**src/common/scdb_cfg_pkg.sv**
```systemverilog
// secondary buffer sizing: channel count, data widths and buffer depths
package scdb_cfg_pkg;

  // channel side
  localparam int N_CHAN          = 4;
  localparam int CHANS_PER_CYCLE = 2;
  localparam int CHAN_W          = 2;
  localparam int DATA_W          = 16;

  // shared sample memory
  localparam int BUF_WORDS = 32;
  localparam int ADDR_W    = 5;

  // waveform length is stored as words minus one
  localparam int LEN_W = 4;

  // header fifo
  localparam int HDR_DEPTH = 4;
  localparam int HDR_PTR_W = 2;
  localparam int HDR_CNT_W = 3;

  // words used, 0 to BUF_WORDS inclusive
  localparam int OCC_W = 6;

endpackage

```
**src/common/scdb_ctrl_pkg.sv**
```systemverilog
// secondary buffer control encodings for the finder, writer and reader FSMs
package scdb_ctrl_pkg;

  typedef enum logic [0:0] {
    fnd_scan,
    fnd_offer
  } finder_state_e;

  typedef enum logic [2:0] {
    wr_idle,
    wr_take_hdr,
    wr_wait_room,
    wr_copy,
    wr_finish
  } writer_state_e;

  typedef enum logic [1:0] {
    rd_idle,
    rd_hdr_read,
    rd_stream
  } reader_state_e;

endpackage

```
**src/chan_finder.sv**
```systemverilog
// channel finder: round-robin search for the next channel holding a waveform
`timescale 1ns/1ns

module chan_finder
  import scdb_cfg_pkg::*;
  import scdb_ctrl_pkg::*;
(
  input  logic              clk,
  input  logic              i_arst_n,
  input  logic [N_CHAN-1:0] i_wvb_hdr_empty,
  input  logic              i_grant_ready,
  output logic              o_grant_valid,
  output logic [CHAN_W-1:0] o_grant_chan
);

  finder_state_e state;
  logic [CHAN_W-1:0] base;
  logic [CHANS_PER_CYCLE-1:0][CHAN_W-1:0] q_chan;
  logic [CHANS_PER_CYCLE-1:0] q_ready;
  logic q_valid;
  logic hit;
  logic [CHAN_W-1:0] hit_chan;

  // first queried channel with a waveform wins
  always_comb begin
    hit = 1'b0;
    hit_chan = '0;
    for (int i = 0; i < CHANS_PER_CYCLE; i++) begin
      if (!hit && q_ready[i]) begin
        hit = 1'b1;
        hit_chan = q_chan[i];
      end
    end
  end

  always_ff @(posedge clk or negedge i_arst_n) begin
    if (!i_arst_n) begin
      state <= fnd_scan;
      base <= '0;
      q_chan <= '0;
      q_ready <= '0;
      q_valid <= 1'b0;
      o_grant_valid <= 1'b0;
      o_grant_chan <= '0;
    end else begin
      case (state)
        fnd_scan: begin
          for (int i = 0; i < CHANS_PER_CYCLE; i++) begin
            q_chan[i] <= base + CHAN_W'(i);
            q_ready[i] <= !i_wvb_hdr_empty[base + CHAN_W'(i)];
          end
          q_valid <= 1'b1;
          base <= base + CHAN_W'(CHANS_PER_CYCLE);
          if (q_valid && hit) begin
            o_grant_valid <= 1'b1;
            o_grant_chan <= hit_chan;
            state <= fnd_offer;
          end
        end
        fnd_offer: begin
          // restart just after the granted channel, old samples are stale
          if (i_grant_ready) begin
            o_grant_valid <= 1'b0;
            base <= o_grant_chan + 1'b1;
            q_valid <= 1'b0;
            state <= fnd_scan;
          end
        end
        default: begin
          state <= fnd_scan;
        end
      endcase
    end
  end

endmodule

```
**src/scdb_writer/scdb_writer.sv**
```systemverilog
// secondary buffer writer: copies one channel waveform into the shared memory
`timescale 1ns/1ns

module scdb_writer
  import scdb_cfg_pkg::*;
  import scdb_ctrl_pkg::*;
(
  input  logic                     clk,
  input  logic                     i_arst_n,
  input  logic                     i_grant_valid,
  input  logic [CHAN_W-1:0]        i_grant_chan,
  input  logic [N_CHAN*LEN_W-1:0]  i_wvb_len,
  input  logic [N_CHAN*DATA_W-1:0] i_wvb_data,
  input  logic                     i_hdr_full,
  input  logic                     i_rel_valid,
  input  logic [LEN_W-1:0]         i_rel_len,
  output logic                     o_grant_ready,
  output logic [N_CHAN-1:0]        o_wvb_hdr_rdreq,
  output logic [N_CHAN-1:0]        o_wvb_rdreq,
  output logic                     o_ram_we,
  output logic [ADDR_W-1:0]        o_ram_waddr,
  output logic [DATA_W-1:0]        o_ram_wdata,
  output logic                     o_hdr_push,
  output logic [CHAN_W-1:0]        o_hdr_chan,
  output logic [ADDR_W-1:0]        o_hdr_start,
  output logic [LEN_W-1:0]         o_hdr_len,
  output logic [OCC_W-1:0]         o_words_used
);

  writer_state_e state;
  logic [CHAN_W-1:0] chan;
  logic [LEN_W-1:0]  len;
  logic [LEN_W-1:0]  rd_cnt;
  logic [ADDR_W-1:0] wr_ptr;
  logic [ADDR_W-1:0] start;
  logic [N_CHAN-1:0] chan_sel;
  logic [OCC_W-1:0]  rel_words;
  logic              take;
  logic              room;

  assign o_grant_ready = (state == wr_idle);
  assign take = o_grant_ready && i_grant_valid;
  assign chan_sel = N_CHAN'(1) << chan;
  assign rel_words = i_rel_valid ? OCC_W'(i_rel_len) + OCC_W'(1) : '0;

  // whole waveform must fit, plus a free header slot
  assign room = !i_hdr_full &&
                (o_words_used + OCC_W'(len) + OCC_W'(1) <= OCC_W'(BUF_WORDS));

  assign o_ram_waddr = wr_ptr;
  assign o_ram_wdata = i_wvb_data[chan*DATA_W +: DATA_W];
  assign o_hdr_chan  = chan;
  assign o_hdr_start = start;
  assign o_hdr_len   = len;

  always_ff @(posedge clk or negedge i_arst_n) begin
    if (!i_arst_n) begin
      state <= wr_idle;
      o_wvb_hdr_rdreq <= '0;
      o_wvb_rdreq <= '0;
      o_ram_we <= 1'b0;
      o_hdr_push <= 1'b0;
      rd_cnt <= '0;
      wr_ptr <= '0;
      o_words_used <= '0;
    end else begin
      o_wvb_hdr_rdreq <= '0;
      o_hdr_push <= 1'b0;
      // sample shows up the cycle after its request
      o_ram_we <= |o_wvb_rdreq;
      if (o_ram_we) begin
        wr_ptr <= wr_ptr + 1'b1;
      end
      o_words_used <= o_words_used + OCC_W'(o_ram_we) - rel_words;

      case (state)
        wr_idle: begin
          if (take) begin
            o_wvb_hdr_rdreq <= N_CHAN'(1) << i_grant_chan;
            state <= wr_take_hdr;
          end
        end
        wr_take_hdr: begin
          state <= wr_wait_room;
        end
        wr_wait_room: begin
          if (room) begin
            o_wvb_rdreq <= chan_sel;
            rd_cnt <= '0;
            state <= wr_copy;
          end
        end
        wr_copy: begin
          if (rd_cnt == len) begin
            o_wvb_rdreq <= '0;
            state <= wr_finish;
          end else begin
            rd_cnt <= rd_cnt + 1'b1;
          end
        end
        wr_finish: begin
          // last write lands this cycle
          o_hdr_push <= 1'b1;
          state <= wr_idle;
        end
        default: begin
          state <= wr_idle;
        end
      endcase
    end
  end

  always_ff @(posedge clk) begin
    if (take) begin
      chan <= i_grant_chan;
      len <= i_wvb_len[i_grant_chan*LEN_W +: LEN_W];
    end
    if (state == wr_wait_room && room) begin
      start <= wr_ptr;
    end
  end

endmodule

```
**src/scdb_reader/scdb_reader.sv**
```systemverilog
// secondary buffer reader: pops headers and streams waveforms out
`timescale 1ns/1ns

module scdb_reader
  import scdb_cfg_pkg::*;
  import scdb_ctrl_pkg::*;
(
  input  logic              clk,
  input  logic              i_arst_n,
  input  logic              i_hdr_empty,
  input  logic [CHAN_W-1:0] i_hdr_q_chan,
  input  logic [ADDR_W-1:0] i_hdr_q_start,
  input  logic [LEN_W-1:0]  i_hdr_q_len,
  input  logic [DATA_W-1:0] i_ram_rdata,
  input  logic              i_out_ready,
  output logic              o_hdr_pop,
  output logic [ADDR_W-1:0] o_ram_raddr,
  output logic              o_out_valid,
  output logic [DATA_W-1:0] o_out_data,
  output logic [CHAN_W-1:0] o_out_chan,
  output logic              o_out_last,
  output logic              o_rel_valid,
  output logic [LEN_W-1:0]  o_rel_len
);

  reader_state_e state;
  logic [ADDR_W-1:0] rd_addr;
  logic [LEN_W-1:0]  rd_left;
  logic              rd_pend;
  logic              load;
  logic              more;
  logic              last_xfer;
  logic [CHAN_W-1:0] chan;
  logic [LEN_W-1:0]  len;
  logic [LEN_W-1:0]  out_len;

  assign more = (rd_left != '0);
  // rdata holds the word at rd_addr while rd_pend is set
  assign load = rd_pend && (!o_out_valid || i_out_ready);
  assign last_xfer = o_out_valid && i_out_ready && o_out_last;
  // read ahead so the next word follows without a gap
  assign o_ram_raddr = (load && more) ? rd_addr + 1'b1 : rd_addr;

  always_ff @(posedge clk or negedge i_arst_n) begin
    if (!i_arst_n) begin
      state <= rd_idle;
      o_hdr_pop <= 1'b0;
      o_out_valid <= 1'b0;
      o_rel_valid <= 1'b0;
      rd_pend <= 1'b0;
      rd_addr <= '0;
      rd_left <= '0;
    end else begin
      o_hdr_pop <= 1'b0;
      o_rel_valid <= last_xfer;
      if (load) begin
        o_out_valid <= 1'b1;
      end else if (i_out_ready) begin
        o_out_valid <= 1'b0;
      end

      case (state)
        rd_idle: begin
          if (!i_hdr_empty) begin
            rd_addr <= i_hdr_q_start;
            rd_left <= i_hdr_q_len;
            o_hdr_pop <= 1'b1;
            state <= rd_hdr_read;
          end
        end
        rd_hdr_read: begin
          rd_pend <= 1'b1;
          state <= rd_stream;
        end
        rd_stream: begin
          if (load && more) begin
            rd_addr <= rd_addr + 1'b1;
            rd_left <= rd_left - 1'b1;
          end else if (load) begin
            rd_pend <= 1'b0;
            state <= rd_idle;
          end
        end
        default: begin
          state <= rd_idle;
        end
      endcase
    end
  end

  always_ff @(posedge clk) begin
    if (state == rd_idle && !i_hdr_empty) begin
      chan <= i_hdr_q_chan;
      len <= i_hdr_q_len;
    end
    if (load) begin
      o_out_data <= i_ram_rdata;
      o_out_chan <= chan;
      o_out_last <= !more;
      if (!more) begin
        out_len <= len;
      end
    end
    if (last_xfer) begin
      o_rel_len <= out_len;
    end
  end

endmodule

```
**src/scdb_store.sv**
```systemverilog
// secondary buffer storage: shared sample memory and header FIFO
`timescale 1ns/1ns

module scdb_store
  import scdb_cfg_pkg::*;
(
  input  logic                 clk,
  input  logic                 i_arst_n,
  input  logic                 i_ram_we,
  input  logic [ADDR_W-1:0]    i_ram_waddr,
  input  logic [DATA_W-1:0]    i_ram_wdata,
  input  logic [ADDR_W-1:0]    i_ram_raddr,
  input  logic                 i_hdr_push,
  input  logic [CHAN_W-1:0]    i_hdr_chan,
  input  logic [ADDR_W-1:0]    i_hdr_start,
  input  logic [LEN_W-1:0]     i_hdr_len,
  input  logic                 i_hdr_pop,
  output logic [DATA_W-1:0]    o_ram_rdata,
  output logic                 o_hdr_empty,
  output logic                 o_hdr_full,
  output logic [CHAN_W-1:0]    o_hdr_q_chan,
  output logic [ADDR_W-1:0]    o_hdr_q_start,
  output logic [LEN_W-1:0]     o_hdr_q_len,
  output logic [HDR_CNT_W-1:0] o_wfm_count
);

  logic [DATA_W-1:0] mem [BUF_WORDS];
  logic [CHAN_W-1:0] hq_chan [HDR_DEPTH];
  logic [ADDR_W-1:0] hq_start [HDR_DEPTH];
  logic [LEN_W-1:0]  hq_len [HDR_DEPTH];
  logic [HDR_PTR_W-1:0] wptr;
  logic [HDR_PTR_W-1:0] rptr;
  logic [HDR_CNT_W-1:0] count;
  logic do_push;
  logic do_pop;

  // simple dual port, registered read
  always_ff @(posedge clk) begin
    if (i_ram_we) begin
      mem[i_ram_waddr] <= i_ram_wdata;
    end
    o_ram_rdata <= mem[i_ram_raddr];
  end

  assign o_hdr_empty = (count == '0);
  assign o_hdr_full = (count == HDR_CNT_W'(HDR_DEPTH));
  assign do_push = i_hdr_push && !o_hdr_full;
  assign do_pop = i_hdr_pop && !o_hdr_empty;

  always_ff @(posedge clk) begin
    if (do_push) begin
      hq_chan[wptr] <= i_hdr_chan;
      hq_start[wptr] <= i_hdr_start;
      hq_len[wptr] <= i_hdr_len;
    end
  end

  always_ff @(posedge clk or negedge i_arst_n) begin
    if (!i_arst_n) begin
      wptr <= '0;
      rptr <= '0;
      count <= '0;
    end else begin
      if (do_push) begin
        wptr <= wptr + 1'b1;
      end
      if (do_pop) begin
        rptr <= rptr + 1'b1;
      end
      count <= count + HDR_CNT_W'(do_push) - HDR_CNT_W'(do_pop);
    end
  end

  // head entry visible without a read request
  assign o_hdr_q_chan = hq_chan[rptr];
  assign o_hdr_q_start = hq_start[rptr];
  assign o_hdr_q_len = hq_len[rptr];
  assign o_wfm_count = count;

endmodule

```
**src/secondary_buffer.sv**
```systemverilog
// secondary waveform buffer: moves channel waveforms into a shared memory and out
`timescale 1ns/1ns

module secondary_buffer
  import scdb_cfg_pkg::*;
(
  input  logic                     clk,
  input  logic                     i_arst_n,
  input  logic [N_CHAN-1:0]        i_wvb_hdr_empty,
  input  logic [N_CHAN*LEN_W-1:0]  i_wvb_len,
  input  logic [N_CHAN*DATA_W-1:0] i_wvb_data,
  output logic [N_CHAN-1:0]        o_wvb_hdr_rdreq,
  output logic [N_CHAN-1:0]        o_wvb_rdreq,
  input  logic                     i_out_ready,
  output logic                     o_out_valid,
  output logic [DATA_W-1:0]        o_out_data,
  output logic [CHAN_W-1:0]        o_out_chan,
  output logic                     o_out_last,
  output logic [OCC_W-1:0]         o_words_used,
  output logic [HDR_CNT_W-1:0]     o_wfm_count
);

  logic              grant_valid;
  logic              grant_ready;
  logic [CHAN_W-1:0] grant_chan;
  logic              ram_we;
  logic [ADDR_W-1:0] ram_waddr;
  logic [DATA_W-1:0] ram_wdata;
  logic [ADDR_W-1:0] ram_raddr;
  logic [DATA_W-1:0] ram_rdata;
  logic              hdr_push;
  logic [CHAN_W-1:0] hdr_chan;
  logic [ADDR_W-1:0] hdr_start;
  logic [LEN_W-1:0]  hdr_len;
  logic              hdr_full;
  logic              hdr_empty;
  logic              hdr_pop;
  logic [CHAN_W-1:0] hdr_q_chan;
  logic [ADDR_W-1:0] hdr_q_start;
  logic [LEN_W-1:0]  hdr_q_len;
  logic              rel_valid;
  logic [LEN_W-1:0]  rel_len;

  chan_finder i_chan_finder (
    .clk             (clk),
    .i_arst_n        (i_arst_n),
    .i_wvb_hdr_empty (i_wvb_hdr_empty),
    .i_grant_ready   (grant_ready),
    .o_grant_valid   (grant_valid),
    .o_grant_chan    (grant_chan)
  );

  scdb_writer i_scdb_writer (
    .clk             (clk),
    .i_arst_n        (i_arst_n),
    .i_grant_valid   (grant_valid),
    .i_grant_chan    (grant_chan),
    .i_wvb_len       (i_wvb_len),
    .i_wvb_data      (i_wvb_data),
    .i_hdr_full      (hdr_full),
    .i_rel_valid     (rel_valid),
    .i_rel_len       (rel_len),
    .o_grant_ready   (grant_ready),
    .o_wvb_hdr_rdreq (o_wvb_hdr_rdreq),
    .o_wvb_rdreq     (o_wvb_rdreq),
    .o_ram_we        (ram_we),
    .o_ram_waddr     (ram_waddr),
    .o_ram_wdata     (ram_wdata),
    .o_hdr_push      (hdr_push),
    .o_hdr_chan      (hdr_chan),
    .o_hdr_start     (hdr_start),
    .o_hdr_len       (hdr_len),
    .o_words_used    (o_words_used)
  );

  scdb_store i_scdb_store (
    .clk           (clk),
    .i_arst_n      (i_arst_n),
    .i_ram_we      (ram_we),
    .i_ram_waddr   (ram_waddr),
    .i_ram_wdata   (ram_wdata),
    .i_ram_raddr   (ram_raddr),
    .i_hdr_push    (hdr_push),
    .i_hdr_chan    (hdr_chan),
    .i_hdr_start   (hdr_start),
    .i_hdr_len     (hdr_len),
    .i_hdr_pop     (hdr_pop),
    .o_ram_rdata   (ram_rdata),
    .o_hdr_empty   (hdr_empty),
    .o_hdr_full    (hdr_full),
    .o_hdr_q_chan  (hdr_q_chan),
    .o_hdr_q_start (hdr_q_start),
    .o_hdr_q_len   (hdr_q_len),
    .o_wfm_count   (o_wfm_count)
  );

  scdb_reader i_scdb_reader (
    .clk           (clk),
    .i_arst_n      (i_arst_n),
    .i_hdr_empty   (hdr_empty),
    .i_hdr_q_chan  (hdr_q_chan),
    .i_hdr_q_start (hdr_q_start),
    .i_hdr_q_len   (hdr_q_len),
    .i_ram_rdata   (ram_rdata),
    .i_out_ready   (i_out_ready),
    .o_hdr_pop     (hdr_pop),
    .o_ram_raddr   (ram_raddr),
    .o_out_valid   (o_out_valid),
    .o_out_data    (o_out_data),
    .o_out_chan    (o_out_chan),
    .o_out_last    (o_out_last),
    .o_rel_valid   (rel_valid),
    .o_rel_len     (rel_len)
  );

endmodule

```
**config.mk**
```make
export PLATFORM = sky130hd
export DESIGN_NAME = secondary_buffer
export DESIGN_NICKNAME = d
export VERILOG_FILES = /design/src/common/scdb_cfg_pkg.sv /design/src/common/scdb_ctrl_pkg.sv /design/src/chan_finder.sv /design/src/scdb_writer/scdb_writer.sv /design/src/scdb_reader/scdb_reader.sv /design/src/scdb_store.sv /design/src/secondary_buffer.sv
export SDC_FILE = /design/constraint.sdc
export NUM_CORES = 1
export LEC_CHECK = 0
export BUFFER_PORTS_ARGS = -buffer_cell sky130_fd_sc_hd__buf_2
export CAP_MARGIN = 20
export CORE_AREA = 4 4 257 259
export CTS_CLUSTER_DIAMETER = 100
export DETAILED_ROUTE_END_ITERATION = 16
export DIE_AREA = 0 0 261 263
export PLACE_DENSITY = 0.72
export SLEW_MARGIN = 25
export SYNTH_ARGS = -nofsm -noshare
export SYNTH_HDL_FRONTEND = slang
export SYNTH_SLANG_ARGS = --single-unit
```
**constraint.sdc**
```tcl
create_clock -name clk -period 6.65 [get_ports clk]
set_input_delay 0 -clock clk [delete_from_list [all_inputs] [get_ports clk]]
set_output_delay 0 -clock clk [all_outputs]
set_load 0.02 [all_outputs]
```
### Word level (Yosys, flattened, before mapping)

Memories as Yosys holds them, arrays and structs flattened. A register that Yosys moved wholly into a read port is not among the register bits.
Index checks and enable logic that the tools add are counted.

| storage, ports and cells | value |
|---|---|
| flip-flop bits (word level) | 105 |
| memory bits (writable) | 556 |
| input port bits | 87 |
| output and inout bits | 37 |
| word-level logic and storage cells | 173 |
| memories | 4 |

Memories:

| memory | words | width | rd ports | clocked after Yosys merged registers in | wr ports | line | text |
|---|---|---|---|---|---|---|---|
| i_scdb_store.mem | 32 | 16 | 1 | 1 | 1 | scdb_store.sv:27 | `logic [DATA_W-1:0] mem [BUF_WORDS];` |
| i_scdb_store.hq_start | 4 | 5 | 1 | 0 | 1 | scdb_store.sv:29 | `logic [ADDR_W-1:0] hq_start [HDR_DEPTH];` |
| i_scdb_store.hq_len | 4 | 4 | 1 | 0 | 1 | scdb_store.sv:30 | `logic [LEN_W-1:0] hq_len [HDR_DEPTH];` |
| i_scdb_store.hq_chan | 4 | 2 | 1 | 1 | 1 | scdb_store.sv:28 | `logic [CHAN_W-1:0] hq_chan [HDR_DEPTH];` |

| cells by class | value |
|---|---|
| add/sub/neg operators | 16 |
| $lt $le $gt $ge | 3 |
| equal/unequal tests | 18 |
| shifts and indexed selects | 4 |
| mux-type cells | 52 |
| bitwise logic cells | 2 |
| reductions and logical operators | 39 |

Operators by type and width:

| cell | number |
|---|---|
| $shiftx A64 B7 Y16 | 1 |
| $mux W4 | 8 |
| $pmux W4 S2 | 3 |
| $mux W1 | 19 |
| $reduce_and A3 Y1 | 6 |
| $shiftx A16 B5 Y4 | 1 |
| $logic_and A1 B1 Y1 | 12 |
| $mux W2 | 6 |
| $ne A2 B1 Y1 const B | 6 |
| $pmux W3 S4 | 1 |
| $add A5 B1 Y5 const B | 2 |
| $mux W5 | 2 |
| $pmux W5 S2 | 1 |
| $mux W3 | 3 |
| $add A2 B1 Y2 const B | 4 |
| $ne A2 B2 Y1 const B | 4 |
| $pmux W1 S2 | 4 |
| $reduce_and A2 Y1 | 4 |
| $reduce_bool A2 Y1 | 4 |
| $shl A1 B2 Y4 const A | 2 |
| $logic_not A1 Y1 | 7 |
| $add A6 B1 Y6 | 1 |
| $add A6 B1 Y6 const B | 1 |
| $add A6 B4 Y6 | 1 |
| 25 further kinds | 31 |

### Longest topological paths before layout

| logic depth | value |
|---|---|
| depth in word-level cells | 7 |
| depth in mapped cells | 13 |
| gate-level depth less buffers | 10 |

### Modules after synthesis

A second synthesis with hierarchy kept.

| second synthesis, totals | value |
|---|---|
| cells, all modules | 1,605 |
| area, all modules | 27,463.8 um^2 |

Modules (own cells, without submodules):

| module | times used | cells each | area an instance (um^2) | seq. area each (um^2) |
|---|---|---|---|---|
| scdb_store | 1 | 1,237 | 22,507.8 | 17,191.5 |
| scdb_writer | 1 | 189 | 2,466.1 | 1,031.0 |
| scdb_reader | 1 | 128 | 1,890.6 | 1,366.3 |
| chan_finder | 1 | 51 | 599.3 | 325.3 |

### Worst setup path after synthesis

OpenSTA, ideal clock, no wires.

| timing | value |
|---|---|
| kind | register -> register |
| start point | register i_scdb_writer.o_words_used[0] |
| end point | register i_scdb_writer.start[0] (netlist: i_scdb_writer.o_hdr_start[0]) (enable) |
| setup time | 0.310 ns |
| arrival time | 2.301 ns |
| data required time | 6.340 ns |
| setup slack | 4.040 ns |
| stages on the path, launching flop included | 12 |
| buffers on the path | 1 |
| clock period less this slack | 2.610 ns |
| cells stage by stage | dfrtp_1 -> inv_1 -> ha_1 -> inv_1 -> fa_1 -> a211oi_1 -> xnor2_1 -> a211oi_1 -> o21ai_0 -> a21bo_2 -> clkbuf_1 -> inv_1 |

| on the way | value |
|---|---|
| cells in the longest elaborated chain, start to end | 5 |

RTL lines:

| element | line | text |
|---|---|---|
| from (decl) | scdb_writer.sv:27 | `output logic [OCC_W-1:0] o_words_used` |
| from (signal assigned) | scdb_writer.sv:74 | `o_words_used <= o_words_used + OCC_W'(o_ram_we) - rel_words;` |
| $add A6 B4 Y6 | scdb_writer.sv:48 | `(o_words_used + OCC_W'(len) + OCC_W'(1) <= OCC_W'(BUF_WORDS));` |
| $add A6 B1 Y6 | scdb_writer.sv:48 |  |
| $le A6 B6 Y1 | scdb_writer.sv:48 |  |
| $logic_and A1 B1 Y1 | scdb_writer.sv:47 | `assign room = !i_hdr_full &&` |
| $logic_and A1 B1 Y1 | scdb_writer.sv:118 | `if (state == wr_wait_room && room) begin` |
| to (signal assigned) | scdb_writer.sv:119 | `start <= wr_ptr;` |
| to (decl) | scdb_writer.sv:35 | `logic [ADDR_W-1:0] start;` |

No other way between the ends.
A chain may end at the register's enable or synchronous reset.

### Worst setup path in the final report

| timing | value |
|---|---|
| start point | register i_scdb_reader.rd_addr[0] |
| end point | register i_scdb_store.o_ram_rdata[11] (read register of i_scdb_store.mem) |

| on the way | value |
|---|---|
| cells in the longest elaborated chain, start to end | 2 |

RTL lines:

| element | line | text |
|---|---|---|
| from (decl) | scdb_reader.sv:27 | `logic [ADDR_W-1:0] rd_addr;` |
| from (signal assigned) | scdb_reader.sv:65 | `rd_addr <= i_hdr_q_start;` |
| from (signal assigned) | scdb_reader.sv:77 | `rd_addr <= rd_addr + 1'b1;` |
| $add A5 B1 Y5 | scdb_reader.sv:42 | `assign o_ram_raddr = (load && more) ? rd_addr + 1'b1 : rd_addr;` |
| $mux W5 (*) | - |  |
| to (decl) | scdb_store.sv:18 | `output logic [DATA_W-1:0] o_ram_rdata,` |

Mark *: on every way between the ends. The rest lies on a longest branch, timed or not.

==> flow_metrics.py <==
metrics = {
    "outcome": {
        "status": "complete, no violations",
    },
    "worst_setup_path": {
        "crit_fanout": 63,
        "worstPathArrival_ns": 4.62,
        "worstSetupEndpointType": "register",
        "cp-start-kind": "register",
        "critical_path_required_ns": 7.16,
        "critPathKind": "reg2reg",
        "r2r_setup_slack_ns": 2.54,
    },
    "synthesis": {
        "synth.most_common_cell": "edfxtp_1",
        "synth_simple_gate_area_share": 0.0575,
        "ys.flop_type": "edfxtp_1",
        "avgSynthCellArea_um2": 14.4,
        "synth_top_area_frac": 0.568,
        "synth_nets": 2317,
        "synth_xor_xnor_area_share": 0.00690,
        "syn_area_um2": 31700,
        "syn_inst": 2195,
        "synth_compound_area_frac": 0.0786,
        "synthMuxAreaShare": 0.189,
        "synth_seq_cells": 679,
        "yosysTopAreaCell": "edfxtp_1",
        "synthArstFlopShare": 0.0928,
        "synth_fa_ha_area_frac": 0.0145,
        "synth_area_leaders": "edfxtp_1, mux2i_1, dfrtp_1, a22oi_1, mux4_2",
        "ys_types": 59,
        "synth_top_family_by_area": "multiplexers",
        "synth_common_cells": "edfxtp_1, mux2i_1, a22oi_1, nand3_1, clkbuf_1",
        "yosysSeqAreaShare": 0.628,
        "yosys_warnings": 0,
        "synth_edf_count": 600,
    },
    "drt": {
        "drt_iter0_drc": 1977,
        "first_pass_iters": 6,
        "routed_wl_um": 78400,
        "vias_per_cell": 6.22,
        "vias": 20100,
        "ant_nets": 0,
        "post-route-drc-count": 0,
        "wl_per_cell_um": 24.3,
    },
    "hold_path": {
        "hp-class": "in2async",
    },
    "die": {
        "ioPinCount": 124,
        "dieArea_um2": 68600,
        "die_h_um": 263,
        "fp-row-count": 93,
        "dieWidth_um": 261,
        "start_util": 0.496,
        "core_area_um2": 63900,
    },
    "job": {
        "max-cap-violations": 0,
    },
    "timing": {
        "timing.setup.tns_ns": 0,
        "finalHoldViolations": 0,
        "fin_worst_skew_ns": 0.0175,
        "post-route-period-util": 0.618,
        "grt_setup_unrepaired": "no",
        "worst_slew_pin_slew_ns": 1.09,
        "finalMaxSlewViolations": 0,
        "slew-limit-headroom": 0.272,
        "fmax_mhz": 243,
        "timing.hold.ws_ns": 0.123,
        "setup_viol": 0,
        "period_minus_slack_ns": 4.11,
    },
    "global_routing": {
        "grt_usage": 0.225,
        "grt_pass1_wl_um": 119000,
        "grt_overflow": 0,
        "grt_max_degree": 152,
        "antenna_found_initial": 1,
        "first_global_vias": 20600,
    },
    "final_layout": {
        "post-route-util": 0.560,
        "drive_gt1_frac": 0.143,
        "fin_nets": 2434,
        "syn_to_final_growth_pct": 12.8,
    },
    "clock_network": {
        "cts_buffers": 71,
        "cts_tree": "done",
        "cts_sinks": 679,
        "cts_hold_buf": 15,
        "path_clk_slew_ns": 0.06,
        "cts_max_level": 3,
        "cts_buffer_depth": 3,
        "post_cts_resized": 0,
        "cts_setup_buffers": 0,
        "clock-root-buffer": "clkbuf_16",
        "clock_latency_ns": 0.61,
    },
    "placement": {
        "dpl.hpwl_um": 45400,
        "place_congestion": 0.786,
        "port_buffers": 123,
    },
    "power": {
        "p_clk_frac": 0.238,
        "intPower_w": 0.0103,
        "netSwitchingFraction": 0.374,
        "power_w": 0.0164,
        "p_comb_frac": 0.398,
        "p_seq_frac": 0.364,
        "vdd_drop_max_uv": 397,
        "power_density_nw_per_um2": 458,
        "power_switching_w": 0.00611,
        "p_leak_nw": 13.4,
    },
}
-- placed cells by master (no fill, tap or decap), drive strengths merged, types with 31 or more instances in the layout --
| cell | synthesis | layout |
|---|---|---|
| nand3 | 118 | 118 |
| mux2i | 521 | 521 |
| nor2 | 53 | 53 |
| nor3 | 31 | 31 |
| edfxtp | 600 | 600 |
| dfrtp | 63 | 63 |
| and3 | 31 | 31 |
| ha | 32 | 32 |
| nand2 | 33 | 33 |
| clkbuf | 96 | 102 |
| inv | 39 | 43 |
| a22oi | 183 | 183 |
| o22ai | 83 | 83 |
| mux4 | 31 | 31 |
| buf | 57 | 182 |
-- per-layer routing --
metal,global-route usage,routed length [um]
met3,0.0433,6300
met2,0.373,38200
met4,0.0880,2680
met5,0,0
met1,0.294,31300
-- cell families after synthesis --
kind of cell | count (synthesis)
AO/OA/AOI/OAI | 356
flip-flops | 679
adder cells (fa/ha/maj) | 35
XOR/XNOR | 25
multiplexers | 559
buffers and inverters | 193
AND/OR/NAND/NOR | 348
-- power by group through the flow --
stage	registers, W	clock network, W	logic (W)
after floorplan	0.00580	0	0.00477
after global placement	0.00600	0	0.00624
after detailed placement	0.00604	0	0.00641
after CTS	0.00596	0.00395	0.00647
after global routing	0.00603	0.00413	0.00701
final	0.00596	0.00389	0.00652
-- state kept, by name (all words and copies together), names as in the netlist, 5 cells and up --
| register | flops |
|---|---|
| i_scdb_store.mem | 512 |
| i_scdb_store.hq_start | 20 |
| i_scdb_reader.o_out_data | 16 |
| i_scdb_store.hq_len | 16 |
| i_scdb_store.o_ram_rdata | 16 |
| i_scdb_store.hq_chan | 8 |
| i_scdb_writer.o_words_used | 6 |
| i_scdb_reader.rd_addr | 5 |
| i_scdb_writer.o_hdr_start | 5 |
| i_scdb_writer.o_ram_waddr | 5 |
-- critical path, stage by stage (launching register included) --
cell	delay (ns)
dfrtp_4	1.11
buf_4	0.89
buf_4	0.85
mux2i_1	0.18
a22oi_1	0.24
nand3_1	0.10
and3_1	0.23
nor4_1	0.28
-- stage by stage --
step           cell area, um2  cells  setup WS [ns]
6_report                35800   3226           2.54
5_1_grt                 35800   3225           2.32
4_1_cts                 35800   3225           2.61
3_5_place_dp            33300   3079           2.63
3_3_place_gp            33300   3078           2.60
2_1_floorplan           31700   2195           4.04
-- worst paths after layout --
kind	from	endpoint	cells after the start
setup / recovery	i_scdb_reader.rd_addr[0]	i_scdb_store.o_ram_rdata[11]	7
hold / removal	i_arst_n	i_scdb_writer.rd_cnt[0]	3
setup reg to reg	i_scdb_reader.rd_addr[0]	i_scdb_store.o_ram_rdata[11]	7
hold reg to reg	i_scdb_reader.len[3]	i_scdb_reader.out_len[3]	0
max in group asynchronous	i_arst_n	i_scdb_reader.rd_addr[0]	3
min in group clk	i_wvb_len[15]	i_scdb_writer.o_hdr_len[3]	3
-- layout make-up --
cell class / instances / area, um2
Antenna cell: 1 / 2.50
Clock buffer: 102 / 1990
Clock inverter: 29 / 305
Fill cell: 5000 / 28100
Inverter: 40 / 153
Multi-Input combinational cell: 1323 / 11100
Sequential cell: 679 / 19900
Tap cell: 855 / 1070
Timing Repair Buffer: 197 / 1250
(Power assumes the default switching activity.)
